--- src/design/conv_pkg.sv ---
// conv package: shared widths, sizes, word types and the row element state encoding
`default_nettype none

package conv_pkg;

    // word widths
    localparam int DWIDTH = 16;
    localparam int AWIDTH = 32;

    // kernel side, also the number of row elements
    localparam int WT_DIM = 3;

    // largest map side and the counter width that covers FM_MAX + 1
    localparam int FM_MAX = 16;
    localparam int DIM_W  = 6;

    // FIFO sizes
    localparam int IN_DEPTH   = 4;
    localparam int OUT_DEPTH  = 8;
    localparam int PSUM_DEPTH = (WT_DIM - 1) * FM_MAX + 4;

    // output credit counter width
    localparam int CRED_W = 16;

    typedef logic [DWIDTH-1:0] data_t;
    typedef logic [AWIDTH-1:0] acc_t;
    typedef logic [DIM_W-1:0]  dim_t;

    typedef enum logic {
        PE_LOAD,
        PE_SCAN
    } pe_state_t;

endpackage

`default_nettype wire
--- src/design/psum_fifo.sv ---
// partial-sum FIFO, buffers one row element's results while the later rows catch up
`default_nettype none

module psum_fifo (
    input  wire                 clk,
    input  wire                 reset_i,
    input  wire conv_pkg::acc_t wr_data_i,
    input  wire                 wr_en_i,
    input  wire                 rd_en_i,
    output conv_pkg::acc_t      rd_data_o,
    output logic                not_empty_o
);

    conv_pkg::acc_t mem [conv_pkg::PSUM_DEPTH];

    logic [$clog2(conv_pkg::PSUM_DEPTH)-1:0]   wr_ptr;
    logic [$clog2(conv_pkg::PSUM_DEPTH)-1:0]   rd_ptr;
    logic [$clog2(conv_pkg::PSUM_DEPTH+1)-1:0] count;
    logic                                      push;
    logic                                      pop;

    assign push        = wr_en_i && (int'(count) != conv_pkg::PSUM_DEPTH);
    assign pop         = rd_en_i && not_empty_o;
    assign not_empty_o = (count != '0);
    assign rd_data_o   = mem[rd_ptr];

    always_ff @(posedge clk) begin
        if (push) begin
            mem[wr_ptr] <= wr_data_i;
        end
    end

    always_ff @(posedge clk) begin
        if (reset_i) begin
            wr_ptr <= '0;
            rd_ptr <= '0;
            count  <= '0;
        end else begin
            if (push) begin
                wr_ptr <= (int'(wr_ptr) == conv_pkg::PSUM_DEPTH - 1) ? '0 : wr_ptr + 1'b1;
            end
            if (pop) begin
                rd_ptr <= (int'(rd_ptr) == conv_pkg::PSUM_DEPTH - 1) ? '0 : rd_ptr + 1'b1;
            end
            case ({push, pop})
                2'b10:   count <= count + 1'b1;
                2'b01:   count <= count - 1'b1;
                default: count <= count;
            endcase
        end
    end

endmodule

`default_nettype wire

--- config.mk ---
export PLATFORM = sky130hd
export DESIGN_NAME = psum_fifo
export DESIGN_NICKNAME = d
export VERILOG_FILES = /design/src/design/conv_pkg.sv /design/src/design/psum_fifo.sv
export SDC_FILE = /design/constraint.sdc
export NUM_CORES = 1
export LEC_CHECK = 0
export BUFFER_PORTS_ARGS = -buffer_cell sky130_fd_sc_hd__clkbuf_2
export CORE_MARGIN = 2
export CORE_UTILIZATION = 55
export CTS_CLUSTER_SIZE = 16
export DETAILED_ROUTE_END_ITERATION = 8
export GPL_TIMING_DRIVEN = 0
export PLACE_DENSITY_LB_ADDON = 0.12
export SETUP_SLACK_MARGIN = 0.1
export SYNTH_ARGS = -nofsm -noshare
export SYNTH_HDL_FRONTEND = slang
export SYNTH_SLANG_ARGS = --single-unit
--- constraint.sdc ---
create_clock -name clk -period 4.2 [get_ports clk]
set_input_delay 0.21 -clock clk [delete_from_list [all_inputs] [get_ports clk]]
set_output_delay 0.21 -clock clk [all_outputs]
set_load 0.005 [all_outputs]
==> results summary <==
Of the total power, the share spent switching nets is 0.259. The final clock period utilization by the worst path is 0.988. After detailed routing, the number of remaining DRC violations is 0. The synthesized-area fraction occupied by ao, oa, aoi and oai cells was 0.0765. The tree is rooted in a clkbuf_16. The number of hold-slack violations in the final timing report came out at 0. The post-synthesis instance area is 46200 sq um.

Dividing the detail-routed via count by the number of cells gives roughly 6.4. For the final database, setup skew stands at 23.6 ps. The count of different cell masters after synthesis came out at 52.

The layout filler cell count is 5623. The core area is 83400 sq um. The synthesis warning total is 0. For this run, the post-layout net count is about 2700. The share of layout cells above drive strength 1 is 0.180. The share of the synthesized area in the top cell type is 0.748. The total count of max-transition violations in the final report is 0.

The synthesized area per cell is approximately 19 sq um. The post-route non-filler standard cell count came out at 3843. For this run, the total global-route usage over all layers was measured as 0.286. The I/O pin count came out at 69. The combinational family with the most area after synthesis is multiplexers. The library cells used most frequently in the layout, excluding fill and tap cells, are edfxtp_1, mux2i_1, a22oi_1.

The highest ir drop seen on vdd is ~0.4 mV. Dividing the detail-routed wire length by the instance count gives 31.9 um. At the pin with the least slew margin, the transition time is 1110 ps. The vertical die dimension is 294 um. Compared with the post-synthesis result, the final layout area differs by 14.3%.

The met2 capacity usage during global routing is 0.456. The cell with the most instances on the worst path is buf_6. The slowest stage of the critical path is the clkdlybuf4s15_1 cell. The maximum fanout along the worst path came out at 10.

The synthesized-area fraction occupied by xor and xnor cells came out at 0.00208. The share of total power dissipated in combinational logic is 0.172. The smallest setup slack after layout came out at 50.5 ps.

In the global route stage, met3 resource usage came out at 0.0505. Of the total synthesized cell area, the portion taken by AND, OR, NAND and NOR gates is 0.0144. Of all cell types, the one taking the most synthesized area is edfxtp_1. The sequential-to-total area share from yosys stat came out at 0.759. The number of vias after detailed routing came out at 24600. The proportion of power drawn by the clock network is 0.361.

The number of nets handed over by synthesis was ~2500. The initial antenna violation count is 3. The max capacitance violation total came out at 0. The estimated wirelength of the detail-placed design is 79100 um. STA classifies the critical path endpoint as a primary output. The number of sinks driven by the clock tree is between 1000 and 1500. The final antenna-violating net count is 0. TritonCTS built the clock tree.

The library cell used most frequently in the layout, excluding fill and tap cells, is edfxtp_1. The count of final setup violators came out at 0. In this run the static leakage power is 16.6 nW. The congestion estimate from routability-driven global placement came to 0.856. The clock latency of the later-clocked register in the worst-skew pair came out at 690 ps. By area the synthesized netlist is led by edfxtp_1, mux2i_1, a22oi_1. The signal on the critical path passes through buf_6 -> and2_4 -> buf_6 -> clkdlybuf4s15_1 -> a221oi_1 -> o22ai_1 -> o41ai_2 -> clkbuf_2.

The final routed wirelength across all metal layers came out at approximately 120000 um. The final critical delay including setup and external delays is approximately 4100 ps. The repair_antennas step left the layout with diodes totalling 0. The number of buffers on the longest clock path came out at 3.

The power density normalized to cell area is 529 nW/um^2. Static timing analysis puts the maximum clock frequency at 241 MHz. The met1 layer usage reported by global route came out at 0.399.

Setup repair after global routing could not meet its margin everywhere. The maximum number of pins on one net before global-route repair came out at 37. The fraction of power consumed by sequential logic came out at 0.467. The number of buffers created by CTS came out at 114. The via count of the first global-routing pass is 24700. The die covers between 80000 and 90000 sq um. The detailed-router iteration count before antenna repair is 6.

Port buffering added just under 70 buffers. The initial cell density of the core came out at 0.554. The critical path's largest stage delay came out at 710 ps. The worst slack on hold paths came out at ~180 ps. The remaining global-route overflow is 0. The clock input transition at the sequential cells of the worst setup and hold paths came out at 70 ps. The arrival time of data at the critical path endpoint came out at 3940 ps. The category of the critical setup timing path is reg2out. Headroom to the max-slew limit came out at 0.262.

Counting flops with an async set or reset pin after synthesis yields a share of 0. The flow ran to the end, and the final reports show no timing, DRC or antenna violations. The path class of the tightest hold or removal check is in2reg. After detailed placement, the design holds a cell count of 3630. The design internal power is ~21 mW. met2 is the most crowded layer. The first global-routing pass estimated 174000 um of wire. The detailed router's first-iteration violation count came out at 2801. The H-tree was split into 3 levels. The total of flip-flops plus latches after synthesis is 1176. The initialized floorplan defines 106 standard-cell rows. The worst-case setup slack after placement came out at about 740 ps. The post-synthesis cell count is 2446. In this run the power spent charging and discharging nets is 7.23 mW. After synthesis, the share of cell area in mux cells is 0.128.

STA classifies the critical path startpoint as a flop. Counting flops with a built-in enable in the synthesized netlist gives 1152. The die boundary width is roughly 290 um. The leading register cell type out of synthesis is edfxtp_1. The adder-cell area share of the yosys netlist came out at 0.00135. STA puts the critical path data required time at 3990 ps.
sequential cells by signal, indices dropped and copies added (netlist names), named ones only:
| name | cells |
|---|---|
| wr_ptr | 6 |
| mem | 1152 |
| rd_ptr | 6 |
| count | 6 |
final cells by class:
type | instances | area (sq um) | area share
multi-input cells | 1120 | 10600 | 0.200
well taps | 1080 | 1350 | 0.0256
clock buffers | 147 | 3060 | 0.0579
flip-flops and latches | 1176 | 35100 | 0.664
inverters | 1 | 3.75 | 0.0000711
repair buffers | 106 | 1240 | 0.0234
plain buffers | 149 | 896 | 0.0170
clock inverters | 64 | 629 | 0.0119
worst max-delay path, delay by kind of cell, from the launching register on:
kind | cells | cell delay, ps
AO/OA/AOI/OAI | 3 | 1500
AND/OR/NAND/NOR | 1 | 160
buffers and inverters | 4 | 1260
flip-flops | 1 | 310
synthesized netlist by cell type (7+ instances only):
cell type	n
nand2_1	53
nor2_1	59
xor2_1	10
dfxtp_1	24
clkbuf_1	55
edfxtp_1	1152
buf_1	17
a221oi_2	44
buf_6	21
a221oi_1	20
buf_4	24
o22ai_1	32
mux4_2	32
buf_2	24
a22o_1	64
mux2i_1	515
a21oi_1	72
o41ai_2	32
nor2b_1	7
a22oi_1	128
kinds of logic (layout without fill, tap and decap cells):
family	after synthesis	after routing
adders and majority gates	5	5
and+or+nand+nor	149	149
buffers and inverters	150	467
AOI/OAI and AO/OA	406	406
DFF	1176	1176
muxes	549	549
xor gates and xnor gates	11	11
path summary, 6_finish.rpt:
path	startpoint	endpoint	slack, ps	depth (start not counted)
worst max-delay path	flop	rd_data_o[0]	50	8
worst min-delay path	rd_en_i	flop	180	4
worst max register to register	count[2]	count[4]	710	12
worst min register to register	rd_ptr[1]	flop	580	2
per-layer routing:
layer,wire length (um),vias to the layer above,share of wire
met5,22,-,0.00018
met4,4250,2,0.035
met3,10100,182,0.082
met2,57900,1144,0.47
met1,50300,12800,0.41
li1,-,10400,-
power by group through the flow:
stage | clock network (mW) | registers, mW | logic (mW)
6_report | 10.1 | 13.0 | 4.80
5_1_grt | 10.6 | 13.0 | 5.04
4_1_cts | 10.2 | 13.0 | 4.77
3_5_place_dp | 0 | 13.3 | 4.74
3_3_place_gp | 0 | 13.3 | 4.63
2_1_floorplan | 0 | 13.3 | 3.12
per-stage QoR:
step	setup TNS, ps	util	power (mW)	cell area, sq um
floorplan	0	-	16.4	46200
global route	0	0.633	28.7	52800
CTS	0	0.633	28.0	52800
global placement	-401410	0.574	17.9	47900
detailed placement	0	0.588	18.0	49100
finish	0	0.633	27.9	52800
repair_timing:
item	4_1_cts	5_1_grt
gates resized for setup	4	5
pin swaps	0	0
hold buffers	2	0
setup endpoints to repair	4	5
buffers inserted	0	0
endpoints found under the hold margin	8	0
(Power assumes the default switching activity.)
