===== src/design/conv_pkg.sv =====
// conv package: shared widths, sizes, word types and the row element state encoding
`default_nettype none

package conv_pkg;

    // word widths
    localparam int DWIDTH = 16;
    localparam int AWIDTH = 32;

    // kernel side, also the number of row elements
    localparam int WT_DIM = 3;

    // largest map side and the counter width that covers FM_MAX + 1
    localparam int FM_MAX = 16;
    localparam int DIM_W  = 6;

    // FIFO sizes
    localparam int IN_DEPTH   = 4;
    localparam int OUT_DEPTH  = 8;
    localparam int PSUM_DEPTH = (WT_DIM - 1) * FM_MAX + 4;

    // output credit counter width
    localparam int CRED_W = 16;

    typedef logic [DWIDTH-1:0] data_t;
    typedef logic [AWIDTH-1:0] acc_t;
    typedef logic [DIM_W-1:0]  dim_t;

    typedef enum logic {
        PE_LOAD,
        PE_SCAN
    } pe_state_t;

endpackage

`default_nettype wire

===== src/design/conv_row_pe.sv =====
// row processing element that walks the haloed map and emits one dot product per window
`default_nettype none

module conv_row_pe #(
    parameter int ROW = 0
) (
    input  wire                  clk,
    input  wire                  reset_i,
    input  wire conv_pkg::dim_t  fm_dim_i,
    input  wire conv_pkg::data_t weight_i,
    input  wire                  weight_valid_i,
    input  wire conv_pkg::data_t word_i,
    input  wire                  ready_i,
    input  wire                  hold_i,
    output logic                 pop_o,
    output conv_pkg::acc_t       psum_o,
    output logic                 psum_valid_o
);

    conv_pkg::pe_state_t state;

    // m counts kernel rows and n counts columns during weight load
    conv_pkg::dim_t m_cnt;
    conv_pkg::dim_t n_cnt;
    conv_pkg::dim_t wt_last;

    // padded scan position
    conv_pkg::dim_t x_cnt;
    conv_pkg::dim_t y_cnt;
    conv_pkg::dim_t edge_pos;
    conv_pkg::dim_t y_first;
    conv_pkg::dim_t y_stop;

    // older window words, the current word joins them in win_nxt
    conv_pkg::data_t kernel  [conv_pkg::WT_DIM];
    conv_pkg::data_t win     [conv_pkg::WT_DIM-1];
    conv_pkg::data_t win_nxt [conv_pkg::WT_DIM];
    conv_pkg::acc_t  dot;

    logic load_last;
    logic halo;
    logic step;
    logic emit;
    logic row_end;
    logic frame_end;

    assign wt_last  = conv_pkg::dim_t'(conv_pkg::WT_DIM - 1);
    assign edge_pos = fm_dim_i + conv_pkg::dim_t'(1);
    assign y_first  = conv_pkg::dim_t'(ROW);
    assign y_stop   = fm_dim_i + conv_pkg::dim_t'(ROW);

    assign load_last = (state == conv_pkg::PE_LOAD) && weight_valid_i
                       && (m_cnt == wt_last) && (n_cnt == wt_last);

    assign halo = (x_cnt == '0) || (y_cnt == '0) || (x_cnt == edge_pos) || (y_cnt == edge_pos);

    // halo steps need no input word
    assign step  = (state == conv_pkg::PE_SCAN) && !hold_i && (halo || ready_i);
    assign pop_o = step && !halo;

    assign row_end   = (x_cnt == edge_pos);
    assign frame_end = step && row_end && (y_cnt == edge_pos);

    // rows ROW .. ROW+fm_dim-1 of the padded grid feed this kernel row
    assign emit = step && (x_cnt >= wt_last) && (y_cnt >= y_first) && (y_cnt < y_stop);

    // window after this step with the newest word in entry 0
    always_comb begin
        win_nxt[0] = halo ? '0 : word_i;
        for (int i = 1; i < conv_pkg::WT_DIM; i++) begin
            win_nxt[i] = win[i-1];
        end
    end

    // oldest word meets kernel column 0
    always_comb begin
        dot = '0;
        for (int c = 0; c < conv_pkg::WT_DIM; c++) begin
            dot = dot + conv_pkg::acc_t'(win_nxt[conv_pkg::WT_DIM-1-c])
                      * conv_pkg::acc_t'(kernel[c]);
        end
    end

    always_ff @(posedge clk) begin
        if (reset_i) begin
            state        <= conv_pkg::PE_LOAD;
            m_cnt        <= '0;
            n_cnt        <= '0;
            x_cnt        <= '0;
            y_cnt        <= '0;
            psum_valid_o <= 1'b0;
            for (int c = 0; c < conv_pkg::WT_DIM; c++) begin
                kernel[c] <= '0;
            end
        end else begin
            psum_valid_o <= emit;

            if (state == conv_pkg::PE_LOAD && weight_valid_i) begin
                for (int c = 0; c < conv_pkg::WT_DIM; c++) begin
                    if (m_cnt == y_first && n_cnt == conv_pkg::dim_t'(c)) begin
                        kernel[c] <= weight_i;
                    end
                end
                if (n_cnt == wt_last) begin
                    n_cnt <= '0;
                    m_cnt <= (m_cnt == wt_last) ? '0 : m_cnt + conv_pkg::dim_t'(1);
                end else begin
                    n_cnt <= n_cnt + conv_pkg::dim_t'(1);
                end
            end

            if (load_last) begin
                state <= conv_pkg::PE_SCAN;
            end

            if (step) begin
                if (row_end) begin
                    x_cnt <= '0;
                    y_cnt <= (y_cnt == edge_pos) ? '0 : y_cnt + conv_pkg::dim_t'(1);
                end else begin
                    x_cnt <= x_cnt + conv_pkg::dim_t'(1);
                end
            end

            // a frame uses its kernel once
            if (frame_end) begin
                state <= conv_pkg::PE_LOAD;
                for (int c = 0; c < conv_pkg::WT_DIM; c++) begin
                    kernel[c] <= '0;
                end
            end
        end
    end

    always_ff @(posedge clk) begin
        if (step) begin
            for (int i = 0; i < conv_pkg::WT_DIM - 1; i++) begin
                win[i] <= win_nxt[i];
            end
        end
        if (emit) begin
            psum_o <= dot;
        end
    end

endmodule

`default_nettype wire


===== config.mk =====
export PLATFORM = sky130hd
export DESIGN_NAME = conv_row_pe
export DESIGN_NICKNAME = d
export VERILOG_FILES = /design/src/design/conv_pkg.sv /design/src/design/conv_row_pe.sv
export SDC_FILE = /design/constraint.sdc
export NUM_CORES = 2
export LEC_CHECK = 0
export ABC_CLOCK_PERIOD_IN_PS = 20800
export BUFFER_PORTS_ARGS = -buffer_cell sky130_fd_sc_hd__buf_2
export CAP_MARGIN = 0
export CORE_AREA = 2 2 320 227
export CTS_CLUSTER_SIZE = 16
export DETAILED_ROUTE_END_ITERATION = 12
export DIE_AREA = 0 0 322 229
export HOLD_SLACK_MARGIN = 0.05
export SETUP_SLACK_MARGIN = 0.5
export SLEW_MARGIN = 20
export SYNTH_ARGS = -nofsm -noshare
export SYNTH_HDL_FRONTEND = slang
export SYNTH_SLANG_ARGS = --single-unit

===== constraint.sdc =====
create_clock -name clk -period 20.8 [get_ports clk]
set_input_delay 1.04 -clock clk [delete_from_list [all_inputs] [get_ports clk]]
set_output_delay 1.04 -clock clk [all_outputs]
set_load 0.1 [all_outputs]

==> metrics.cfg <==
[timing]
worst_pin_slew_ps=1040
tns_ps=0
finalHoldViolCount=0
fmax_mhz=89.4
final.min_clock_period_ps=11190
setup_viol=0
min_period_over_period_pct=53.8
fin_skew_ps=23.8
maxSlewHeadroom_pct=30.8
finalMaxSlewViolations=0
rsz0062_at_grt=false

[layout]
nets=4258
syn_to_final_growth_pct=5.58
diodes=0
drive_gt1_share_pct=4.26

[global_route]
grt_max_degree=124
grt_first_pass_wirelength_mm=127
grt_antenna_before_repair=1
grt_pass1_vias=22122
grt_util_all_layers_pct=22.9
grt.overflow.total=0

[setup_path]
cp.required_ps=21050
slowest_delay_ps=850
critPathSlowestCell=buf_4
crit_path_start_kind=input pin
cp_common_cell=fa_1
critPathMaxFanout=123
end_kind=flop
reg2reg_from=x_cnt[0]$_SDFFE_PP0P_
startpoint=fm_dim_i[0]
setup.worst_path.class=in2reg
worstPathArrival_ps=11440
r2r_slack_ps=10170
ff2ff_path_depth=27
r2r-end=psum_o[31]$_DFFE_PP_

[floorplan]
coreArea_mm2=0.0708
die-area_mm2=0.0737
start_util_pct=44.5
die_w_um=322
std_cell_rows=82
io_pins=77
die_y_um=229

[synthesis]
ys_seq_area_share_pct=12.3
mappedNetlistNets=4282
synth_commonest_cells=inv_1 (877), fa_1 (700), nand2_1 (338), and2_1 (291), ha_1 (290)
yosysMostFrequentCell=inv_1
yosys_register_bits=138
synth_flop_cell=edfxtp_1
netlist_area_mm2=0.0315
synth.area.top_cells=fa_1 (44%), ha_1 (12%), edfxtp_1 (11%)
syn_inst=3249
ys_types=57
synth-edff-count=112
ys.warnings.count=0
synth_area_per_cell_um2=9.70
synth.top_cell.area_share_pct=44.4
synth_async_sr_flop_share_pct=0
synth_top_area_cell=fa_1

[worst_hold_path]
hold_path_class=reg2reg
holdPathStages=2
hold_start=x_cnt[5]$_SDFFE_PP0P_
whs_endpoint=x_cnt[5]$_SDFFE_PP0P_

[clock_tree]
htree_levels=4
root_buffer=clkbuf_16
clkTransAtPathRegs_ps=70
worstSkewPairLatency_ps=520
cts_made_buffers=17
cts_tree=done
cts_hold_buffers=0
clk_path_buf_depth=2
cts_resized=0
post_cts.repair.setup_buffers=0
clock-sinks=138

[drt]
viasPerCell=5.03
drt_wl_total_mm=78.8
ant_nets=0
routed-via-count=20934
routedWlPerCell_um=18.9
drtPass1Iterations=5
drtIter0Drc=1489
route.detailed.drc=0

[job]
max-cap-violations=0

[placed_design]
post-dp-hpwl_mm=65.8
finalWeightedCongestion=0.871
io_buffers=76

[outcome]
status=finished clean

critical path, delay by kind of cell:
kind | cells | cell delay (ps)
buf+inv | 6 | 1180
fa+ha+maj | 11 | 4890
simple gates | 6 | 1590
compound gates | 5 | 2190
xor+xnor | 2 | 450
cell usage in the layout, fill, tap and decap left out, types with 14 or more instances in the layout:
cell type,count
a21oi_1,26
and2_1,291
and3_1,204
buf_2,76
buf_4,20
clkbuf_16,19
dfxtp_1,26
edfxtp_1,112
fa_1,700
ha_1,290
inv_1,877
nand2_1,338
nor2_1,49
nor3_1,14
xnor2_1,38
xor2_1,26
worst max-delay path by stage:
stage,end,cells past startpoint
4_1_cts,psum_o[31]$_DFFE_PP_,30
3_3_place_gp,psum_o[31]$_DFFE_PP_,30
5_1_grt,psum_o[29]$_DFFE_PP_,30
2_1_floorplan,psum_o[31]$_DFFE_PP_,33
6_report,psum_o[31]$_DFFE_PP_,30
3_5_place_dp,psum_o[31]$_DFFE_PP_,30
metal layers:
layer | vias up | routed length [um] | GRT usage (%)
met3 | 73 | 4410 | 2.98
met2 | 564 | 37800 | 36.9
li1 | 9514 | - | -
met1 | 10781 | 35000 | 32.7
met4 | 2 | 1610 | 5.72
met5 | - | 18 | 0
layout make-up:
cell class / count / area, um2
tap: 924 / 1160
sequential: 138 / 3880
inverter: 877 / 3290
multi-input combinational: 2095 / 23800
clock buffer: 19 / 475
timing repair buffer: 96 / 531
fill: 6809 / 37500
clock inverter: 13 / 120
registers in the layout, summed over array words and instances (netlist names):
register      count
psum_valid_o      1
y_cnt             6
state             1
win              32
psum_o           32
kernel           48
m_cnt             6
n_cnt             6
x_cnt             6
logic make-up (layout without fill, tap and decap cells):
| kind of cell | Yosys count | in the layout | synth area share, % |
|---|---|---|---|
| AOI/OAI and AO/OA | 87 | 87 | 1.83 |
| xor gates and xnor gates | 67 | 67 | 1.97 |
| adders and majority gates | 990 | 990 | 56.0 |
| buffers and inverters | 1016 | 1005 | 12.1 |
| DFF | 138 | 138 | 12.3 |
| muxes | 2 | 2 | 0.0635 |
| and+or+nand+nor | 949 | 949 | 15.7 |
stage by stage:
step / util (%) / setup slack (ps) / area (um2) / hold WS, ps / cells
after CTS: 47.0 / 9780 / 33300 / 513 / 4162
after global routing: 47.0 / 9110 / 33300 / 553 / 4162
after global placement: 46.2 / 9310 / 32700 / 500 / 4130
final: 47.0 / 9610 / 33300 / 514 / 4162
after floorplan: - / 11270 / 31500 / 465 / 3249
after detailed placement: 46.2 / 9230 / 32700 / 504 / 4130
Power is not shown: default switching activity piles up to over one toggle a cycle in this logic, so the estimate is an artifact.
