===== src/design/conv_pkg.sv =====
// conv package: shared widths, sizes, word types and the row element state encoding
`default_nettype none

package conv_pkg;

    // word widths
    localparam int DWIDTH = 16;
    localparam int AWIDTH = 32;

    // kernel side, also the number of row elements
    localparam int WT_DIM = 3;

    // largest map side and the counter width that covers FM_MAX + 1
    localparam int FM_MAX = 16;
    localparam int DIM_W  = 6;

    // FIFO sizes
    localparam int IN_DEPTH   = 4;
    localparam int OUT_DEPTH  = 8;
    localparam int PSUM_DEPTH = (WT_DIM - 1) * FM_MAX + 4;

    // output credit counter width
    localparam int CRED_W = 16;

    typedef logic [DWIDTH-1:0] data_t;
    typedef logic [AWIDTH-1:0] acc_t;
    typedef logic [DIM_W-1:0]  dim_t;

    typedef enum logic {
        PE_LOAD,
        PE_SCAN
    } pe_state_t;

endpackage

`default_nettype wire

===== src/design/conv_in_fifo.sv =====
// input word FIFO, hands one credit back upstream for each word it pops
`default_nettype none

module conv_in_fifo (
    input  wire                  clk,
    input  wire                  reset_i,
    input  wire conv_pkg::data_t fm_i,
    input  wire                  fm_valid_i,
    input  wire                  pop_i,
    output conv_pkg::data_t      word_o,
    output logic                 ready_o,
    output logic                 in_credit_o
);

    conv_pkg::data_t mem [conv_pkg::IN_DEPTH];

    logic [$clog2(conv_pkg::IN_DEPTH)-1:0]   wr_ptr;
    logic [$clog2(conv_pkg::IN_DEPTH)-1:0]   rd_ptr;
    logic [$clog2(conv_pkg::IN_DEPTH+1)-1:0] count;
    logic                                    push;
    logic                                    pop;

    // the credit scheme keeps the source from writing into a full buffer
    assign push    = fm_valid_i;
    assign pop     = pop_i && ready_o;
    assign ready_o = (count != '0);
    assign word_o  = mem[rd_ptr];

    always_ff @(posedge clk) begin
        if (push) begin
            mem[wr_ptr] <= fm_i;
        end
    end

    always_ff @(posedge clk) begin
        if (reset_i) begin
            wr_ptr      <= '0;
            rd_ptr      <= '0;
            count       <= '0;
            in_credit_o <= 1'b0;
        end else begin
            in_credit_o <= pop;
            if (push) begin
                wr_ptr <= (int'(wr_ptr) == conv_pkg::IN_DEPTH - 1) ? '0 : wr_ptr + 1'b1;
            end
            if (pop) begin
                rd_ptr <= (int'(rd_ptr) == conv_pkg::IN_DEPTH - 1) ? '0 : rd_ptr + 1'b1;
            end
            case ({push, pop})
                2'b10:   count <= count + 1'b1;
                2'b01:   count <= count - 1'b1;
                default: count <= count;
            endcase
        end
    end

endmodule

`default_nettype wire


===== config.mk =====
export PLATFORM = sky130hd
export DESIGN_NAME = conv_in_fifo
export DESIGN_NICKNAME = d
export VERILOG_FILES = /design/src/design/conv_pkg.sv /design/src/design/conv_in_fifo.sv
export SDC_FILE = /design/constraint.sdc
export NUM_CORES = 1
export LEC_CHECK = 0
export ABC_CLOCK_PERIOD_IN_PS = 2100
export BUFFER_PORTS_ARGS = -buffer_cell sky130_fd_sc_hd__buf_2
export CAP_MARGIN = 10
export CORE_MARGIN = 10
export CORE_UTILIZATION = 50
export CTS_BUF_LIST = sky130_fd_sc_hd__clkbuf_2 sky130_fd_sc_hd__clkbuf_4 sky130_fd_sc_hd__clkbuf_8
export DETAILED_ROUTE_END_ITERATION = 8
export PLACE_DENSITY = 0.81
export SLEW_MARGIN = 0
export SYNTH_ARGS = -nofsm -noshare
export SYNTH_HDL_FRONTEND = slang
export SYNTH_SLANG_ARGS = --single-unit

===== constraint.sdc =====
create_clock -name clk -period 2.1 [get_ports clk]
set_clock_uncertainty 0.1 [all_clocks]
set_input_delay 0.315 -clock clk [delete_from_list [all_inputs] [get_ports clk]]
set_output_delay 0.315 -clock clk [all_outputs]
set_load 0.02 [all_outputs]

==> metrics.md, run 1 <==
| Metric | Value |
|---|---|
| Largest net degree at the start of global routing | `17` |
| LEAKAGE | `~1.2 nW` |
| Worst min-delay path category | `input port to flop` |
| FMAX | `495.3 MHz` |
| Sequential Area | `roughly 2100 µm²` |
| RSZ-0062 raised after global routing | `no` |
| Final count of negative-setup-slack endpoints | `0` |
| Die height | `95.32 µm` |
| Clk_lat worst skew | `330 ps` |
| CTS max path bufs | `2` |
| CP Max Fanout | `8` |
| Mean Syn Cell Area | `between 20 and 25 µm²` |
| Tcrit/Tclk final | `0.9615` |
| Die Area | `9086 µm²` |
| Final layout net count | `209` |
| Max-slew violation count | `0` |
| Yosys reg bits | `between 70 and 80` |
| First DRT Iteration DRCs | `76` |
| Post-synthesis sequential area ratio | `0.7481` |
| Detail Placement HPWL | `approximately 3.3 mm` |
| Routed WL | `a little under 5 mm` |
| Row cnt | `27` |
| Layout cells sized above 1 | `0.3904` |
| Postcts setup bufs | `0` |
| CTS tree | `yes` |
| Worst Tran Pin Value | `between 800 and 900 ps` |
| Mapped Nets | `between 150 and 200` |
| Worst Setup Start Kind | `flop` |
| Cell Area, Synth | `2836 µm²` |
| CTS buffer count | `9` |
| Slew headroom | `0.4489` |
| Final-layout fill cell count | `slightly above 400` |
| Die Span X | `approximately 95 µm` |
| Post-place instance area | `roughly 3100 µm²` |
| Crit Path Category | `flop to output port` |
| Leading cell type in the layout, fill and taps excluded | `edfxtp_1` |
| Worst vdd ir | `709.3 µV` |
| Core area | `between 5000 and 6000 µm²` |
| Max-cap viol count | `0` |
| DR DRC count | `0` |
| Detailed Routing Iterations Pass 1 | `4` |
| Power per standard cell area | `approximately 1100 nW/µm²` |
| Initial antenna violation count | `0` |
| CTS clk-pin slew, worst paths | `70 ps` |
| Via density | `5.274` |
| Synth Instances | `around 140` |
| Hold_buf cts | `0` |
| Port Buffer Count | `37` |
| Diode count | `0` |
| Worst EP arrival | `approximately 1600 ps` |
| Synth-to-Final Area Change | `18.39%` |
| Multi-input gate area in the final layout | `roughly 640 µm²` |
| Min cycle time layout | `between 2000 and 2500 ps` |
| Dpl cells | `roughly 240` |
| Setup TNS | `0 ps` |
| Post-route antenna net violation count | `0` |
| Grt ovf | `0` |
| Total track usage | `0.1193` |
| Tot Pwr | `3.814 mW` |
| Initial Util | `0.5151` |
| Routability Congestion | `about 0.75` |
| Final core occ | `0.6099` |
| H-Tree Level Count | `3` |
| Design area | `roughly 3400 µm²` |
| Vias | `1366` |
| Most frequent cells in the layout | `edfxtp_1, buf_2, mux4_2` |
| First-pass GRT wire length | `between 7 and 8 mm` |
| Cell Count, Final, Fillers Out | `259` |
| I/O pin cnt | `38` |
| Crit end category | `output port` |
| Status | `finished clean` |
| Clock Sinks | `74` |
| Number of distinct library cells after synthesis | `21` |
| Root Buffer Master | `clkbuf_8` |
| Wire per inst | `between 15 and 20 µm` |
| Vias in the first global route | `1555` |
| Crit path required time | `~1700 ps` |
| Synth warn | `0` |
| Final-report hold violation count | `0` |
synthesized netlist by cell type:
library cell,instances,area [µm²]
nor3b_1,1,7.510
or3_1,3,18.77
ha_1,6,75.07
clkbuf_1,1,3.750
o31ai_4,1,21.27
buf_12,1,20.02
xor2_1,2,17.52
o21ai_0,1,5.000
and2_1,4,25.02
buf_6,1,11.26
mux4_1,6,157.7
buf_2,2,10.01
mux2i_1,2,20.02
fa_1,1,20.02
dfxtp_1,10,200.2
mux4_2,10,225.2
edfxtp_1,64,1922
inv_1,7,26.28
nand2_1,1,3.750
a21oi_1,4,20.02
nor2_1,7,26.28
power breakdown:
part           total [mW]  internal (mW)  switching (mW)
clock network        1.18          0.710           0.468
logic               0.854          0.398           0.456
registers            1.78           1.71          0.0735
per-layer routing:
metal / up-vias / global-route usage / part of all wire
met5: - / 0 / 0
met4: 0 / 0.05985 / 0.018
met3: 11 / 0.04242 / 0.072
met2: 50 / 0.2159 / 0.54
met1: 677 / 0.1179 / 0.37
li1: 628 / - / -
final cells by class:
class,count,share of cell area
Sequential cell,74,0.6341
Multi-Input combinational cell,49,0.1904
Timing Repair Buffer,41,0.07452
Clock buffer,11,0.04322
Tap cell,72,0.02683
Clock inverter,5,0.02310
Inverter,7,0.007824
cell families after synthesis:
kind of cell               after synthesis  share of synthesized area
buffers and inverters                   12                    0.02514
xor gates and xnor gates                 2                   0.006177
DFF                                     74                     0.7481
AOI/OAI and AO/OA                        6                    0.01632
and+or+nand+nor                         16                    0.02867
adders and majority gates                7                    0.03352
muxes                                   18                     0.1420
flip-flops by register name (all words and copies together), names as in the netlist, named ones only:
register,count
count,3
in_credit_o,1
mem,64
rd_ptr,2
wr_ptr,2
path summary, 6_finish.rpt:
path                                from                    end  slack, ps  depth (start not counted)
hold reg to reg   rd_ptr[0]$_SDFFE_PP0N_                   flop        390                          2
hold / removal                   fm_i[5]    mem[3][5]$_DFFE_PP_        100                          1
setup / recovery                    flop              word_o[9]         80                          3
setup reg to reg   count[0]$_SDFFE_PP0P_  count[2]$_SDFFE_PP0P_        120                          8
metrics by stage:
stage	worst slack, ps	hold WS (ps)
detailed placement	76.58	398.7
finish	80.87	101.6
global route	16.72	76.94
floorplan	243.2	313.9
global placement	205.4	389.1
CTS	1.434	81.39
timing repair:
action,CTS,global route
endpoints found under the hold margin,0,0
setup endpoints to repair,1,9
resized for setup,2,6
gates cloned,1,0
pin swaps,0,0
worst max-delay path: stages (launching register included):
cell     delay (ps)
dfxtp_4         390
buf_12          140
mux4_1          560
buf_2           180
No activity file was read; power rests on OpenSTA's default activity.
==> run 2: changes to the inputs <==
ABC_CLOCK_PERIOD_IN_PS = default   (was 2100)
SETUP_SLACK_MARGIN = 0.15   (was default)
==> metrics.md, run 2 (same netlist as run 1, synthesis figures left out) <==
| Metric | Value |
|---|---|
| RSZ-0062 raised after global routing | `yes` |
| Synth-to-Final Area Change | `22.10%` |
| Clk_lat worst skew | `330 ps` |
| Hold_buf cts | `0` |
| Post-route antenna net violation count | `0` |
| Worst Hold Path Cells | `1` |
| Status | `finished clean` |
| Final core occ | `0.6289` |
| Crit-path cells | `buf_12 > mux4_2 > buf_6` |
| GR Layer Usage met1 | `0.1234` |
| Dpl cells | `around 240` |
| Sw Share | `0.2588` |
| Final-report hold violation count | `0` |
| Top flop regs | `mem: 64 flops, count: 3 flops` |
| Max-cap viol count | `0` |
| Worst min-delay path category | `input port to flop` |
| Detail Placement HPWL | `between 3 and 4 mm` |
| I/O pin cnt | `38` |
| Most frequent cells in the layout | `edfxtp_1, buf_2, mux4_2, buf_6, clkbuf_8` |
| Power per standard cell area | `around 1200 nW/µm²` |
| CP max stage cell | `mux4_2` |
| Via density | `approximately 5.2` |
| Met2 usage in global routing | `0.2216` |
| Tot Pwr | `about 4 mW` |
| Worst Tran Pin Value | `approximately 820 ps` |
| Switch Pwr | `a little over 1 mW` |
| Routed WL | `4.951 mm` |
| Clock Sinks | `74` |
| Reg2Reg Depth | `8` |
| Reg with most FFs | `mem` |
| Grt ovf | `0` |
| CTS clk-pin slew, worst paths | `around 70 ps` |
| Row cnt | `27` |
| Max reg flops | `64` |
| LEAKAGE | `1.228 nW` |
| H-Tree Level Count | `3` |
| Crit end category | `output port` |
| Initial antenna violation count | `0` |
| Leading cell type in the layout, fill and taps excluded | `edfxtp_1` |
| CP Max Fanout | `8` |
| Initial Util | `0.5151` |
| Final layout net count | `210` |
| Largest net degree at the start of global routing | `17` |
| Total track usage | `0.1222` |
| Die Area | `between 9000 and 10000 µm²` |
| Setup TNS | `0 ps` |
| Max-slew violation count | `0` |
| Slew headroom | `0.4511` |
| Core area | `5507 µm²` |
| Sequential share of power | `0.449` |
| R2R Path Start | `count[2]$_SDFFE_PP0P_` |
| Worst EP arrival | `between 1500 and 2000 ps` |
| Vias | `1346` |
| Part of the power in combinational logic | `0.256` |
| Root Buffer Master | `clkbuf_8` |
| Hold endpoint | `mem[3][5]$_DFFE_PP_` |
| CTS buffer count | `9` |
| Layout cells sized above 1 | `0.4415` |
| First DRT Iteration DRCs | `between 50 and 60` |
| Cell Count, Final, Fillers Out | `260` |
| Diode count | `0` |
| Final count of negative-setup-slack endpoints | `0` |
| Gr busiest metal | `met2` |
| FMAX | `a little over 500 MHz` |
| Port Buffer Count | `37` |
| CTS tree | `yes` |
| Clk pwr share | `0.295` |
| Worst Setup Start Kind | `flop` |
| Vias in the first global route | `about 1600` |
| First-pass GRT wire length | `about 8.0 mm` |
| Crit Path Category | `flop to output port` |
| Cell Int Power | `approximately 3 mW` |
| Buf/Inv on CP | `2` |
| Die height | `95.32 µm` |
| CTS max path bufs | `2` |
| DR DRC count | `0` |
| Min-delay src | `fm_i[5]` |
| Min cycle time layout | `roughly 2000 ps` |
| Crit path required time | `~1700 ps` |
| Final-layout fill cell count | `~380` |
| Grt met3 use | `0.03928` |
| Tcrit/Tclk final | `0.9364` |
| Die Span X | `approximately 95 µm` |
| Detailed Routing Iterations Pass 1 | `4` |
| R2R Setup Slk | `between 200 and 250 ps` |
| CP top delay family | `multiplexers` |
| Peak per-stage delay on the critical path | `between 500 and 600 ps` |
| Wire per inst | `19.04 µm` |
| Routability Congestion | `approximately 0.75` |
| Critical R2R Capture | `count[1]$_SDFFE_PP0P_` |
| Worst vdd ir | `around 730 µV` |
run 2: cell types whose count changed in the layout (fill, tap and decap cells not counted), sizes merged:
cell,change
buf,+1
run 2: worst max-delay path by stage:
stage	from	to	slack [ps]	depth (start not counted)
floorplan	count[0]$_SDFFE_PP0P_	count[2]$_SDFFE_PP0P_	240	8
global placement	pop_i	count[2]$_SDFFE_PP0P_	210	9
detailed placement	count[1]$_SDFFE_PP0P_	count[2]$_SDFFE_PP0P_	80	8
CTS	flop	word_o[6]	110	3
global route	flop	word_o[6]	70	3
finish	flop	word_o[6]	130	3
run 2: repair_timing:
| item | 4_1_cts | 5_1_grt |
|---|---|---|
| gates resized for setup | 48 | 3 |
| endpoints found under the setup margin | 18 | 18 |
| gates cloned | 1 | 0 |
| setup buffers | 0 | 1 |
| pin swaps | 1 | 2 |
run 2: metrics by stage:
stage / hold slack (ps) / setup WS, ps / instance area [µm²]
after floorplan: 313.9 / 243.2 / 2836
after global placement: 389.1 / 205.4 / 3102
after detailed placement: 398.7 / 76.58 / 3102
after CTS: 81.39 / 107.8 / 3447
after global routing: 76.98 / 72.64 / 3463
final: 100.4 / 133.6 / 3463
run 2: power groups by stage:
stage / clock [mW] / combinational [mW] / sequential [mW]
floorplan: 0 / 0.597 / 1.78
global placement: 0 / 0.780 / 1.78
detailed placement: 0 / 0.828 / 1.79
CTS: 1.21 / 1.02 / 1.79
global route: 1.29 / 1.09 / 1.80
finish: 1.18 / 1.02 / 1.79
run 2: worst register-to-register path, delay by kind of cell, from the launching register on:
| family | cells | cell delay [ps] |
|---|---|---|
| AOI/OAI and AO/OA | 2 | 340 |
| adders and majority gates | 2 | 630 |
| DFF | 1 | 360 |
| buffers and inverters | 2 | 160 |
| and+or+nand+nor | 2 | 220 |
run 2: area by class of cell:
class	instances	area [µm²]	share of cell area
sequential	74	2137	0.6171
clock buffer	11	145.1	0.04191
inverter	7	26.28	0.007587
clock inverter	5	77.57	0.02240
timing repair buffer	42	355.3	0.1026
tap	72	90.09	0.02601
multi-input combinational	49	631.9	0.1824
run 2: layer usage:
metal	up-vias	routed length, µm
li1	625	-
met1	677	1869
met2	33	2708
met3	11	284
met4	0	88
met5	-	0
