--- config.mk ---
export PLATFORM = sky130hd
export DESIGN_NAME = conv_out_port
export DESIGN_NICKNAME = d
export VERILOG_FILES = /design/src/design/conv_pkg.sv /design/src/design/conv_out_port.sv
export SDC_FILE = /design/constraint.sdc
export NUM_CORES = 1
export LEC_CHECK = 0
export BUFFER_PORTS_ARGS = -buffer_cell sky130_fd_sc_hd__buf_4
export CORE_UTILIZATION = 57
export CTS_CLUSTER_SIZE = 20
export DETAILED_ROUTE_END_ITERATION = 16
export GPL_TIMING_DRIVEN = 0
export PLACE_DENSITY = 0.77
export SYNTH_ARGS = -nofsm -noshare
export SYNTH_HDL_FRONTEND = slang
export SYNTH_SLANG_ARGS = --single-unit
export TNS_END_PERCENT = 20
--- constraint.sdc ---
create_clock -name clk -period 6.67 [get_ports clk]
set_clock_uncertainty 0.2 [all_clocks]
set_input_delay 1.334 -clock clk [delete_from_list [all_inputs] [get_ports clk]]
set_output_delay 1.334 -clock clk [all_outputs]
set_load 0.05 [all_outputs]
--- src/design/conv_pkg.sv ---
// conv package: shared widths, sizes, word types and the row element state encoding
`default_nettype none

package conv_pkg;

    // word widths
    localparam int DWIDTH = 16;
    localparam int AWIDTH = 32;

    // kernel side, also the number of row elements
    localparam int WT_DIM = 3;

    // largest map side and the counter width that covers FM_MAX + 1
    localparam int FM_MAX = 16;
    localparam int DIM_W  = 6;

    // FIFO sizes
    localparam int IN_DEPTH   = 4;
    localparam int OUT_DEPTH  = 8;
    localparam int PSUM_DEPTH = (WT_DIM - 1) * FM_MAX + 4;

    // output credit counter width
    localparam int CRED_W = 16;

    typedef logic [DWIDTH-1:0] data_t;
    typedef logic [AWIDTH-1:0] acc_t;
    typedef logic [DIM_W-1:0]  dim_t;

    typedef enum logic {
        PE_LOAD,
        PE_SCAN
    } pe_state_t;

endpackage

`default_nettype wire
--- src/design/conv_out_port.sv ---
// output port: sums aligned row partials, queues results and releases one per credit
`default_nettype none

module conv_out_port (
    input  wire                                          clk,
    input  wire                                          reset_i,
    input  wire conv_pkg::acc_t [conv_pkg::WT_DIM-1:0]   psum_i,
    input  wire [conv_pkg::WT_DIM-1:0]                   psum_ready_i,
    input  wire                                          out_credit_i,
    output logic                                         psum_pop_o,
    output logic                                         hold_o,
    output conv_pkg::acc_t                               out_o,
    output logic                                         out_valid_o
);

    conv_pkg::acc_t mem [conv_pkg::OUT_DEPTH];
    conv_pkg::acc_t sum;

    logic [$clog2(conv_pkg::OUT_DEPTH)-1:0]   wr_ptr;
    logic [$clog2(conv_pkg::OUT_DEPTH)-1:0]   rd_ptr;
    logic [$clog2(conv_pkg::OUT_DEPTH+1)-1:0] count;
    logic [conv_pkg::CRED_W-1:0]              credits;
    logic                                     push;
    logic                                     send;

    // all rows must have their partial for the same output position
    assign push       = (&psum_ready_i) && (int'(count) != conv_pkg::OUT_DEPTH);
    assign psum_pop_o = push;
    assign send       = (credits != '0) && (count != '0);

    // leave room for partials still in flight behind a stopped scan
    assign hold_o = (int'(count) >= conv_pkg::OUT_DEPTH - 2);

    always_comb begin
        sum = '0;
        for (int r = 0; r < conv_pkg::WT_DIM; r++) begin
            sum = sum + psum_i[r];
        end
    end

    always_ff @(posedge clk) begin
        if (push) begin
            mem[wr_ptr] <= sum;
        end
        if (send) begin
            out_o <= mem[rd_ptr];
        end
    end

    always_ff @(posedge clk) begin
        if (reset_i) begin
            wr_ptr      <= '0;
            rd_ptr      <= '0;
            count       <= '0;
            credits     <= '0;
            out_valid_o <= 1'b0;
        end else begin
            out_valid_o <= send;
            if (push) begin
                wr_ptr <= (int'(wr_ptr) == conv_pkg::OUT_DEPTH - 1) ? '0 : wr_ptr + 1'b1;
            end
            if (send) begin
                rd_ptr <= (int'(rd_ptr) == conv_pkg::OUT_DEPTH - 1) ? '0 : rd_ptr + 1'b1;
            end
            case ({push, send})
                2'b10:   count <= count + 1'b1;
                2'b01:   count <= count - 1'b1;
                default: count <= count;
            endcase
            case ({out_credit_i, send})
                2'b10:   credits <= credits + 1'b1;
                2'b01:   credits <= credits - 1'b1;
                default: credits <= credits;
            endcase
        end
    end

endmodule

`default_nettype wire

==> summary.txt, run 1 <==
Clock network
  – CTS Buf Count: 31
  – Postcts setup bufs: 0
  – Cts hold-fix bufs: 0
  – Buffer depth of the longest clock path: 3
  – Post-cts gate resize count: 0
  – Worst skew pair latency: 570 ps
  – Clock sinks: 315
  – CTS tree: yes
  – Clk slew on worst S/H paths: 60 ps
  – Clock Root Buffer: clkbuf_16
  – H-tree depth: 1

Timing
  – Worst-margin pin slew: 1180 ps
  – Final setup viols: 0
  – Slew Viols, Final: 0
  – Post-layout min period: 4650 ps
  – Post-route clock period utilization: 0.696
  – Max Freq: 215 MHz
  – Worst setup margin: 2020 ps
  – RSZ-0062 raised after global routing: no
  – Final hold vios: 0
  – Slew margin rel.: 0.205

Yosys
  – Synthesized Nets: 1152
  – Top cells by area, synth: edfxtp_1 (58%), mux4_2 (9.6%), fa_1 (4.5%)
  – Yosys cell types: 65
  – Sequential share of the synthesized area: 0.612
  – Synth area leader: edfxtp_1
  – Cells after Synth: 964
  – Top_reg_cell synth: edfxtp_1
  – Synth cell count leaders: edfxtp_1 (288), mux4_2 (64), a21oi_1 (61)
  – Seq cells post-synth: 315
  – Post-synth EDFFs: 288
  – Yosys top cell area share: 0.576
  – Ys async rst share: 0
  – Synth warn: 0
  – Top-count cell post-synth: edfxtp_1
  – Avg Cell Area, Syn: 15.6 um^2
  – Syn Std Cell Area: 15000 um^2

Placement
  – IO Port Bufs: 136
  – Final Wtd Congestion: 0.928
  – Placed instance area: 16800 um^2
  – Final HPWL DP: 23800 um
  – Post-Place Setup Slack: 1510 ps

Cells and area
  – Syn-to-layout area delta: 19.3%
  – # diodes: 0
  – Post-route cell area: 17900 um^2
  – Final net count: 1347
  – Layout cells sized above 1: 0.284

Flow run
  – Number of max-cap violations: 0

Worst hold path
  – Min-delay worst type: register to register

Floorplan
  – Die Ht: 164 um
  – I/O Pins: 137
  – # rows: 59
  – Chip width: 164 um
  – Total core area: 26000 um^2
  – Die ar.: 27000 um^2
  – Initial Util: 0.578

Global route
  – First-pass GRT wire length: 51700 um
  – Largest net degree at the start of global routing: 28
  – Initial antenna violation count: 0
  – Global-route usage over all layers: 0.258
  – Gr ovfl total: 0
  – Number of global-route vias before repair: 9196

Power
  – Leakage Power: 6.42 nW
  – VDD IR max: 0.000277 V
  – PD cells: 432 nW/um^2
  – Pwr Total: 7.74 mW

Critical path
  – Slowest stage delay, CP: 690 ps
  – CP arrival: 4700 ps
  – CP required: 6730 ps
  – Cell repeated most along the worst path: fa_1
  – WS Path Type: input pin to register
  – Worst-path fanout max: 8
  – Critical path's slowest cell: a2111oi_0
  – CP endpoint kind: register
  – Sequence of cells on the critical path: buf_4 > fa_1 > ha_1 > fa_1 > a21oi_1 > o211ai_1 > a2111oi_0 > nor2_1 > a31oi_1 > xnor2_1
  – Kind of cell adding the most delay to the critical path: compound AO/OA/AOI/OAI gates
  – Critical path startpoint category: input pin
  – CP bufs+invs: 1

Routing
  – WL final: 33900 um
  – First-pass DRT Iterations: 7
  – Avg WL per Cell: 22.3 um
  – DR iter-0 viols: 932
  – Vias per cell: 6.17
  – Final ANT Viol Nets: 0
  – Routed via count: 9364
  – Residual DRC: 0

Status
  – Status: completed
-- report_power, final --
| part | internal (mW) | switching, mW | total [mW] | leakage [nW] |
|---|---|---|---|---|
| registers | 2.67 | 0.0982 | 2.77 | 2.84 |
| clock network | 1.09 | 0.761 | 1.85 | 0.510 |
| logic | 1.17 | 1.95 | 3.12 | 3.07 |
| total | 4.92 | 2.81 | 7.74 | 6.42 |
-- final timing paths --
check        startpoint           to  slack (ps)  depth (start not counted)
max           psum_i[1]   mem[2][31]        2020                         10
min          credits[8]   credits[8]         290                          2
max reg2reg    count[0]  credits[12]        2030                         10
min reg2reg  credits[8]   credits[8]         290                          2
-- stage by stage --
| step | TNS [ps] | hold slack (ps) | instances | util |
|---|---|---|---|---|
| after global routing | 0 | 313 | 1518 | 0.689 |
| final | 0 | 288 | 1518 | 0.689 |
| after global placement | -141980 | 272 | 1435 | 0.633 |
| after detailed placement | 0 | 282 | 1461 | 0.648 |
| after CTS | 0 | 290 | 1518 | 0.689 |
| after floorplan | 0 | 258 | 964 | - |
-- sequential cells by signal, summed over array words and instances (netlist names) --
register     flops
mem            256
out_o           32
credits         16
count            4
rd_ptr           3
wr_ptr           3
out_valid_o      1
-- cell usage in the layout (no fill, tap or decap), drive strengths merged, types with 7 or more instances in the layout --
| cell type | Yosys | layout |
|---|---|---|
| a21oi | 61 | 61 |
| a211oi | 13 | 13 |
| mux4 | 64 | 64 |
| ha | 52 | 52 |
| a31oi | 7 | 7 |
| nor2 | 44 | 44 |
| nor3 | 18 | 18 |
| dfxtp | 27 | 27 |
| nor4 | 7 | 7 |
| inv | 24 | 25 |
| o21ai | 30 | 30 |
| a21o | 23 | 23 |
| xnor2 | 29 | 29 |
| nand3 | 9 | 9 |
| xor2 | 12 | 12 |
| clkinv | 1 | 11 |
| clkbuf | 25 | 58 |
| nand2 | 54 | 54 |
| buf | 11 | 173 |
| edfxtp | 288 | 288 |
| clkinvlp | 0 | 7 |
| fa | 34 | 34 |
| nand4 | 11 | 11 |
| mux2 | 34 | 34 |
| and3 | 9 | 9 |
-- cells by family (layout without fill, tap and decap cells) --
kind of cell	Yosys count	count (layout)	share of synthesized area
and+or+nand+nor	184	184	0.0595
muxes	103	103	0.125
adders and majority gates	86	86	0.0887
DFF	315	315	0.612
AOI/OAI and AO/OA	174	174	0.0750
xor gates and xnor gates	41	41	0.0239
buffers and inverters	61	280	0.0159
-- layout make-up --
type	count	area, um^2
clock buffer	33	783
clock inverter	24	300
fill	1713	8070
sequential	315	9190
inverter	25	93.8
timing repair buffer	162	1350
multi-input combinational	588	5630
buffer	36	145
tap	335	419
-- worst register-to-register path, stage by stage (launching register included) --
cell	delay, ps
dfxtp_1	360
o41ai_1	1010
inv_2	360
ha_1	570
fa_1	540
a211oi_1	370
o211ai_1	210
a2111oi_0	460
nor3_1	150
mux2i_1	180
o21ai_0	100
-- routing by layer --
metal	vias up	part of all wire	global-route usage
met4	0	0.025	0.0804
li1	4192	-	-
met5	-	0	0
met1	4658	0.40	0.353
met2	458	0.49	0.430
met3	56	0.077	0.0366
(Power assumes the default switching activity.)
==> inputs of run 2 (changes only) <==
--- a/config.mk
+++ b/config.mk
@@ -5,12 +5,13 @@
 export SDC_FILE = /design/constraint.sdc
 export NUM_CORES = 1
 export LEC_CHECK = 0
+export ABC_AREA = 1
 export BUFFER_PORTS_ARGS = -buffer_cell sky130_fd_sc_hd__buf_4
-export CORE_UTILIZATION = 57
+export CORE_UTILIZATION = 54
 export CTS_CLUSTER_SIZE = 20
 export DETAILED_ROUTE_END_ITERATION = 16
 export GPL_TIMING_DRIVEN = 0
-export PLACE_DENSITY = 0.77
+export PLACE_DENSITY = 0.76
 export SYNTH_ARGS = -nofsm -noshare
 export SYNTH_HDL_FRONTEND = slang
 export SYNTH_SLANG_ARGS = --single-unit
==> constraint.sdc (replaced) <==
create_clock -name clk -period 4.2 [get_ports clk]
set_clock_uncertainty 0.2 [all_clocks]
set_input_delay 0.84 -clock clk [delete_from_list [all_inputs] [get_ports clk]]
set_output_delay 0.84 -clock clk [all_outputs]
set_load 0.05 [all_outputs]
==> run 2 against run 1 <==
Effect of this change: wire length grew 16%; critical endpoint is now credits[15]; clock power up 42%; highest routed layer unchanged; largest cell class unchanged; cell count is 44% higher; largest power group unchanged; die area increased by 11%.
==> summary.txt, run 2 <==
Status
  – Status: completed

Power
  – Sw frac: 0.408 (+0.0448)
  – Int Power: 7.20 mW (+46%)
  – PD cells: 656 nW/um^2 (+52%)
  – Net Sw Power: 4.97 mW (+77%)
  – Leakage Power: 7.81 nW (+22%)
  – Gate power share: 0.432 (+0.028)
  – VDD IR max: 0.000498 V (+80%)
  – Flop pwr share: 0.352 (-0.005)
  – Clock Power Share: 0.216 (-0.023)

Worst hold path
  – Hold depth: 2 (unchanged)
  – Min-delay src: credits[6]
  – Hold Path Sink: credits[6]
  – Min-delay worst type: register to register

Critical path
  – CP required: 4460 ps (-2270 ps)
  – Worst-path fanout max: 35 (+27)
  – RR Endpoint: credits[15]
  – Reg2reg path depth: 17 (+7)
  – CP arrival: 4020 ps (-680 ps)
  – WS Path Type: register to register
  – CP endpoint kind: register
  – Critical path startpoint category: register
  – FF-to-FF setup slack: 440 ps (-1590 ps)
  – Reg-to-Reg Start: credits[13]

Placement
  – Final Wtd Congestion: 0.863 (-7.0%)
  – Final HPWL DP: 27500 um (+16%)
  – # placed instances: 2129 (+46%)
  – IO Port Bufs: 136 (unchanged)

Clock network
  – Cts hold-fix bufs: 0 (unchanged)
  – CTS Buf Count: 31 (unchanged)
  – Worst skew pair latency: 550 ps (-20 ps)
  – Postcts setup bufs: 0 (unchanged)
  – Buffer depth of the longest clock path: 3 (unchanged)
  – Post-cts gate resize count: 0 (unchanged)
  – CTS tree: yes
  – H-tree depth: 1 (unchanged)
  – Clock Root Buffer: clkbuf_16
  – Clock sinks: 315 (unchanged)
  – Clk slew on worst S/H paths: 60 ps (about the same)

Timing
  – Slew Viols, Final: 0 (unchanged)
  – Final hold vios: 0 (unchanged)
  – Max Freq: 266 MHz
  – Post-route clock period utilization: 0.896
  – RSZ-0062 raised after global routing: no
  – Final setup viols: 0 (unchanged)
  – Worst hold slack: 333 ps (+44.9 ps)
  – Slew margin rel.: 0.470 (+0.265)
  – Post-layout min period: 3760 ps
  – Worst-margin pin slew: 793 ps (-389 ps)

Yosys
  – Synth warn: 0 (unchanged)
  – Top_reg_cell synth: edfxtp_1
  – Synthesized Nets: 1789 (+55%)
  – Yosys top cell area share: 0.545 (-0.0308)
  – Ys async rst share: 0 (unchanged)
  – Sequential share of the synthesized area: 0.579 (-0.0328)
  – Post-synth EDFFs: 288 (unchanged)
  – Top cells by area, synth: edfxtp_1 (55%), nand2_1 (9.3%), nor2_1 (6.6%)
  – Synth cell count leaders: nand2_1 (392), edfxtp_1 (288), nor2_1 (278)
  – Top-count cell post-synth: nand2_1
  – Cells after Synth: 1601 (+66%)
  – Yosys cell types: 35 (-46%)
  – Avg Cell Area, Syn: 9.91 um^2 (-36%)
  – Synth area leader: edfxtp_1
  – Seq cells post-synth: 315 (unchanged)
  – Syn Std Cell Area: 15900 um^2 (+5.7%)

Floorplan
  – I/O Pins: 137 (unchanged)
  – Die ar.: 30100 um^2 (+11%)
  – # rows: 62 (+5.1%)
  – Total core area: 28800 um^2 (+11%)
  – Initial Util: 0.551 (-0.0266)
  – Chip width: 173 um (+5.5%)
  – Die Ht: 173 um (+5.5%)

Routing
  – Routed via count: 12200 (+30%)
  – DR iter-0 viols: 1180 (+27%)
  – First-pass DRT Iterations: 5 (-2)
  – Vias per cell: 5.56 (-9.8%)
  – WL final: 39300 um (+16%)
  – Avg WL per Cell: 18.0 um (-19%)
  – Final ANT Viol Nets: 0 (unchanged)
  – Residual DRC: 0 (unchanged)

Cells and area
  – Reg area: 9190 um^2 (unchanged)
  – Biggest regs: mem (256), out_o (32), credits (16)
  – Largest register by flop count: mem
  – Final net count: 1966 (+46%)
  – Commonest non-fill, non-tap cell in the layout: nand2_1
  – Leading cell types in the layout, fill and taps excluded: nand2_1 (392), edfxtp_1 (288), nor2_1 (270), inv_1 (169), buf_4 (142)
  – Multi-input gate area: 5810 um^2 (+3.2%)
  – Max reg flops: 256 (unchanged)
  – Non-Filler Instances: 2186 (+44%)
  – Layout cells sized above 1: 0.128 (-0.156)
  – # diodes: 0 (unchanged)
  – Fillcell total: 2231 (+30%)
  – Syn-to-layout area delta: 17.0%

Global route
  – Initial antenna violation count: 0 (unchanged)
  – Global-route usage over all layers: 0.263 (+0.00518)
  – Gr ovfl total: 0 (unchanged)
  – Largest net degree at the start of global routing: 36 (+29%)
  – First-pass GRT wire length: 61900 um (+20%)
  – Number of global-route vias before repair: 11900 (+30%)

Flow run
  – Number of max-cap violations: 0 (unchanged)
[run 2: per-stage QoR]
| stage | worst slack (ps) | power [mW] | cell area, um^2 | utilization | setup TNS, ps |
|---|---|---|---|---|---|
| after floorplan | 367 | 7.90 | 15900 | - | 0 |
| after global placement | -695 | 9.39 | 17400 | 0.603 | -132210 |
| after detailed placement | 158 | 9.54 | 17600 | 0.612 | 0 |
| after CTS | 141 | 12.2 | 18600 | 0.645 | 0 |
| after global routing | 112 | 12.8 | 18600 | 0.645 | 0 |
| final | 436 | 12.2 | 18600 | 0.645 | 0 |
[run 2: worst max-delay path by stage]
stage	slack, ps	cells after the start	to	startpoint
6_report	440	17	credits[15]	credits[13]
5_1_grt	110	18	credits[15]	credits[13]
4_1_cts	140	17	credits[15]	credits[0]
3_5_place_dp	160	14	mem[0][29]	psum_i[1]
3_3_place_gp	-700	7	mem[3][25]	psum_ready_i[2]
2_1_floorplan	370	6	mem[1][0]	psum_ready_i[2]
[run 2: kinds of logic after synthesis]
| group | count (synthesis) | share of synthesized area |
|---|---|---|
| AOI/OAI and AO/OA | 199 | 0.0800 |
| and+or+nand+nor | 751 | 0.186 |
| buffers and inverters | 227 | 0.0583 |
| xor gates and xnor gates | 23 | 0.0127 |
| adders and majority gates | 86 | 0.0839 |
| DFF | 315 | 0.579 |
[run 2: final cells by class]
type	instances	share of cell area
sequential	315	0.495
multi-input combinational	1059	0.313
timing repair buffer	144	0.0648
clock buffer	37	0.0430
inverter	173	0.0351
tap	384	0.0259
buffer	54	0.0148
clock inverter	20	0.00856
[run 2: power groups by stage]
stage	Sequential [mW]	Combinational (mW)	Clock [mW]
floorplan	4.94	2.97	0
global placement	4.36	5.03	0
detailed placement	4.36	5.18	0
CTS	4.29	5.22	2.65
global route	4.32	5.76	2.77
finish	4.29	5.26	2.63
[run 2: critical path, stage by stage (launching register included)]
cell and delay [ps]:
dfxtp_1 370, inv_1 70, nand4_1 110, nor2_1 60
nand2_1 70, nand2_1 220, inv_4 490, ha_1 750
ha_1 410, or2_1 270, nand3_1 120, nand2_1 110
nand2_1 110, nand2_1 60, nand2_1 60, nand3_1 60
nand2_1 80, inv_1 40
[run 2: routing by layer]
layer	vias up	global-route usage	wire, um	share of wire
met5	-	0	0	0
met4	0	0.106	1400	0.036
met3	106	0.0307	3770	0.096
met2	604	0.446	18700	0.48
met1	5699	0.346	15400	0.39
li1	5752	-	-	-
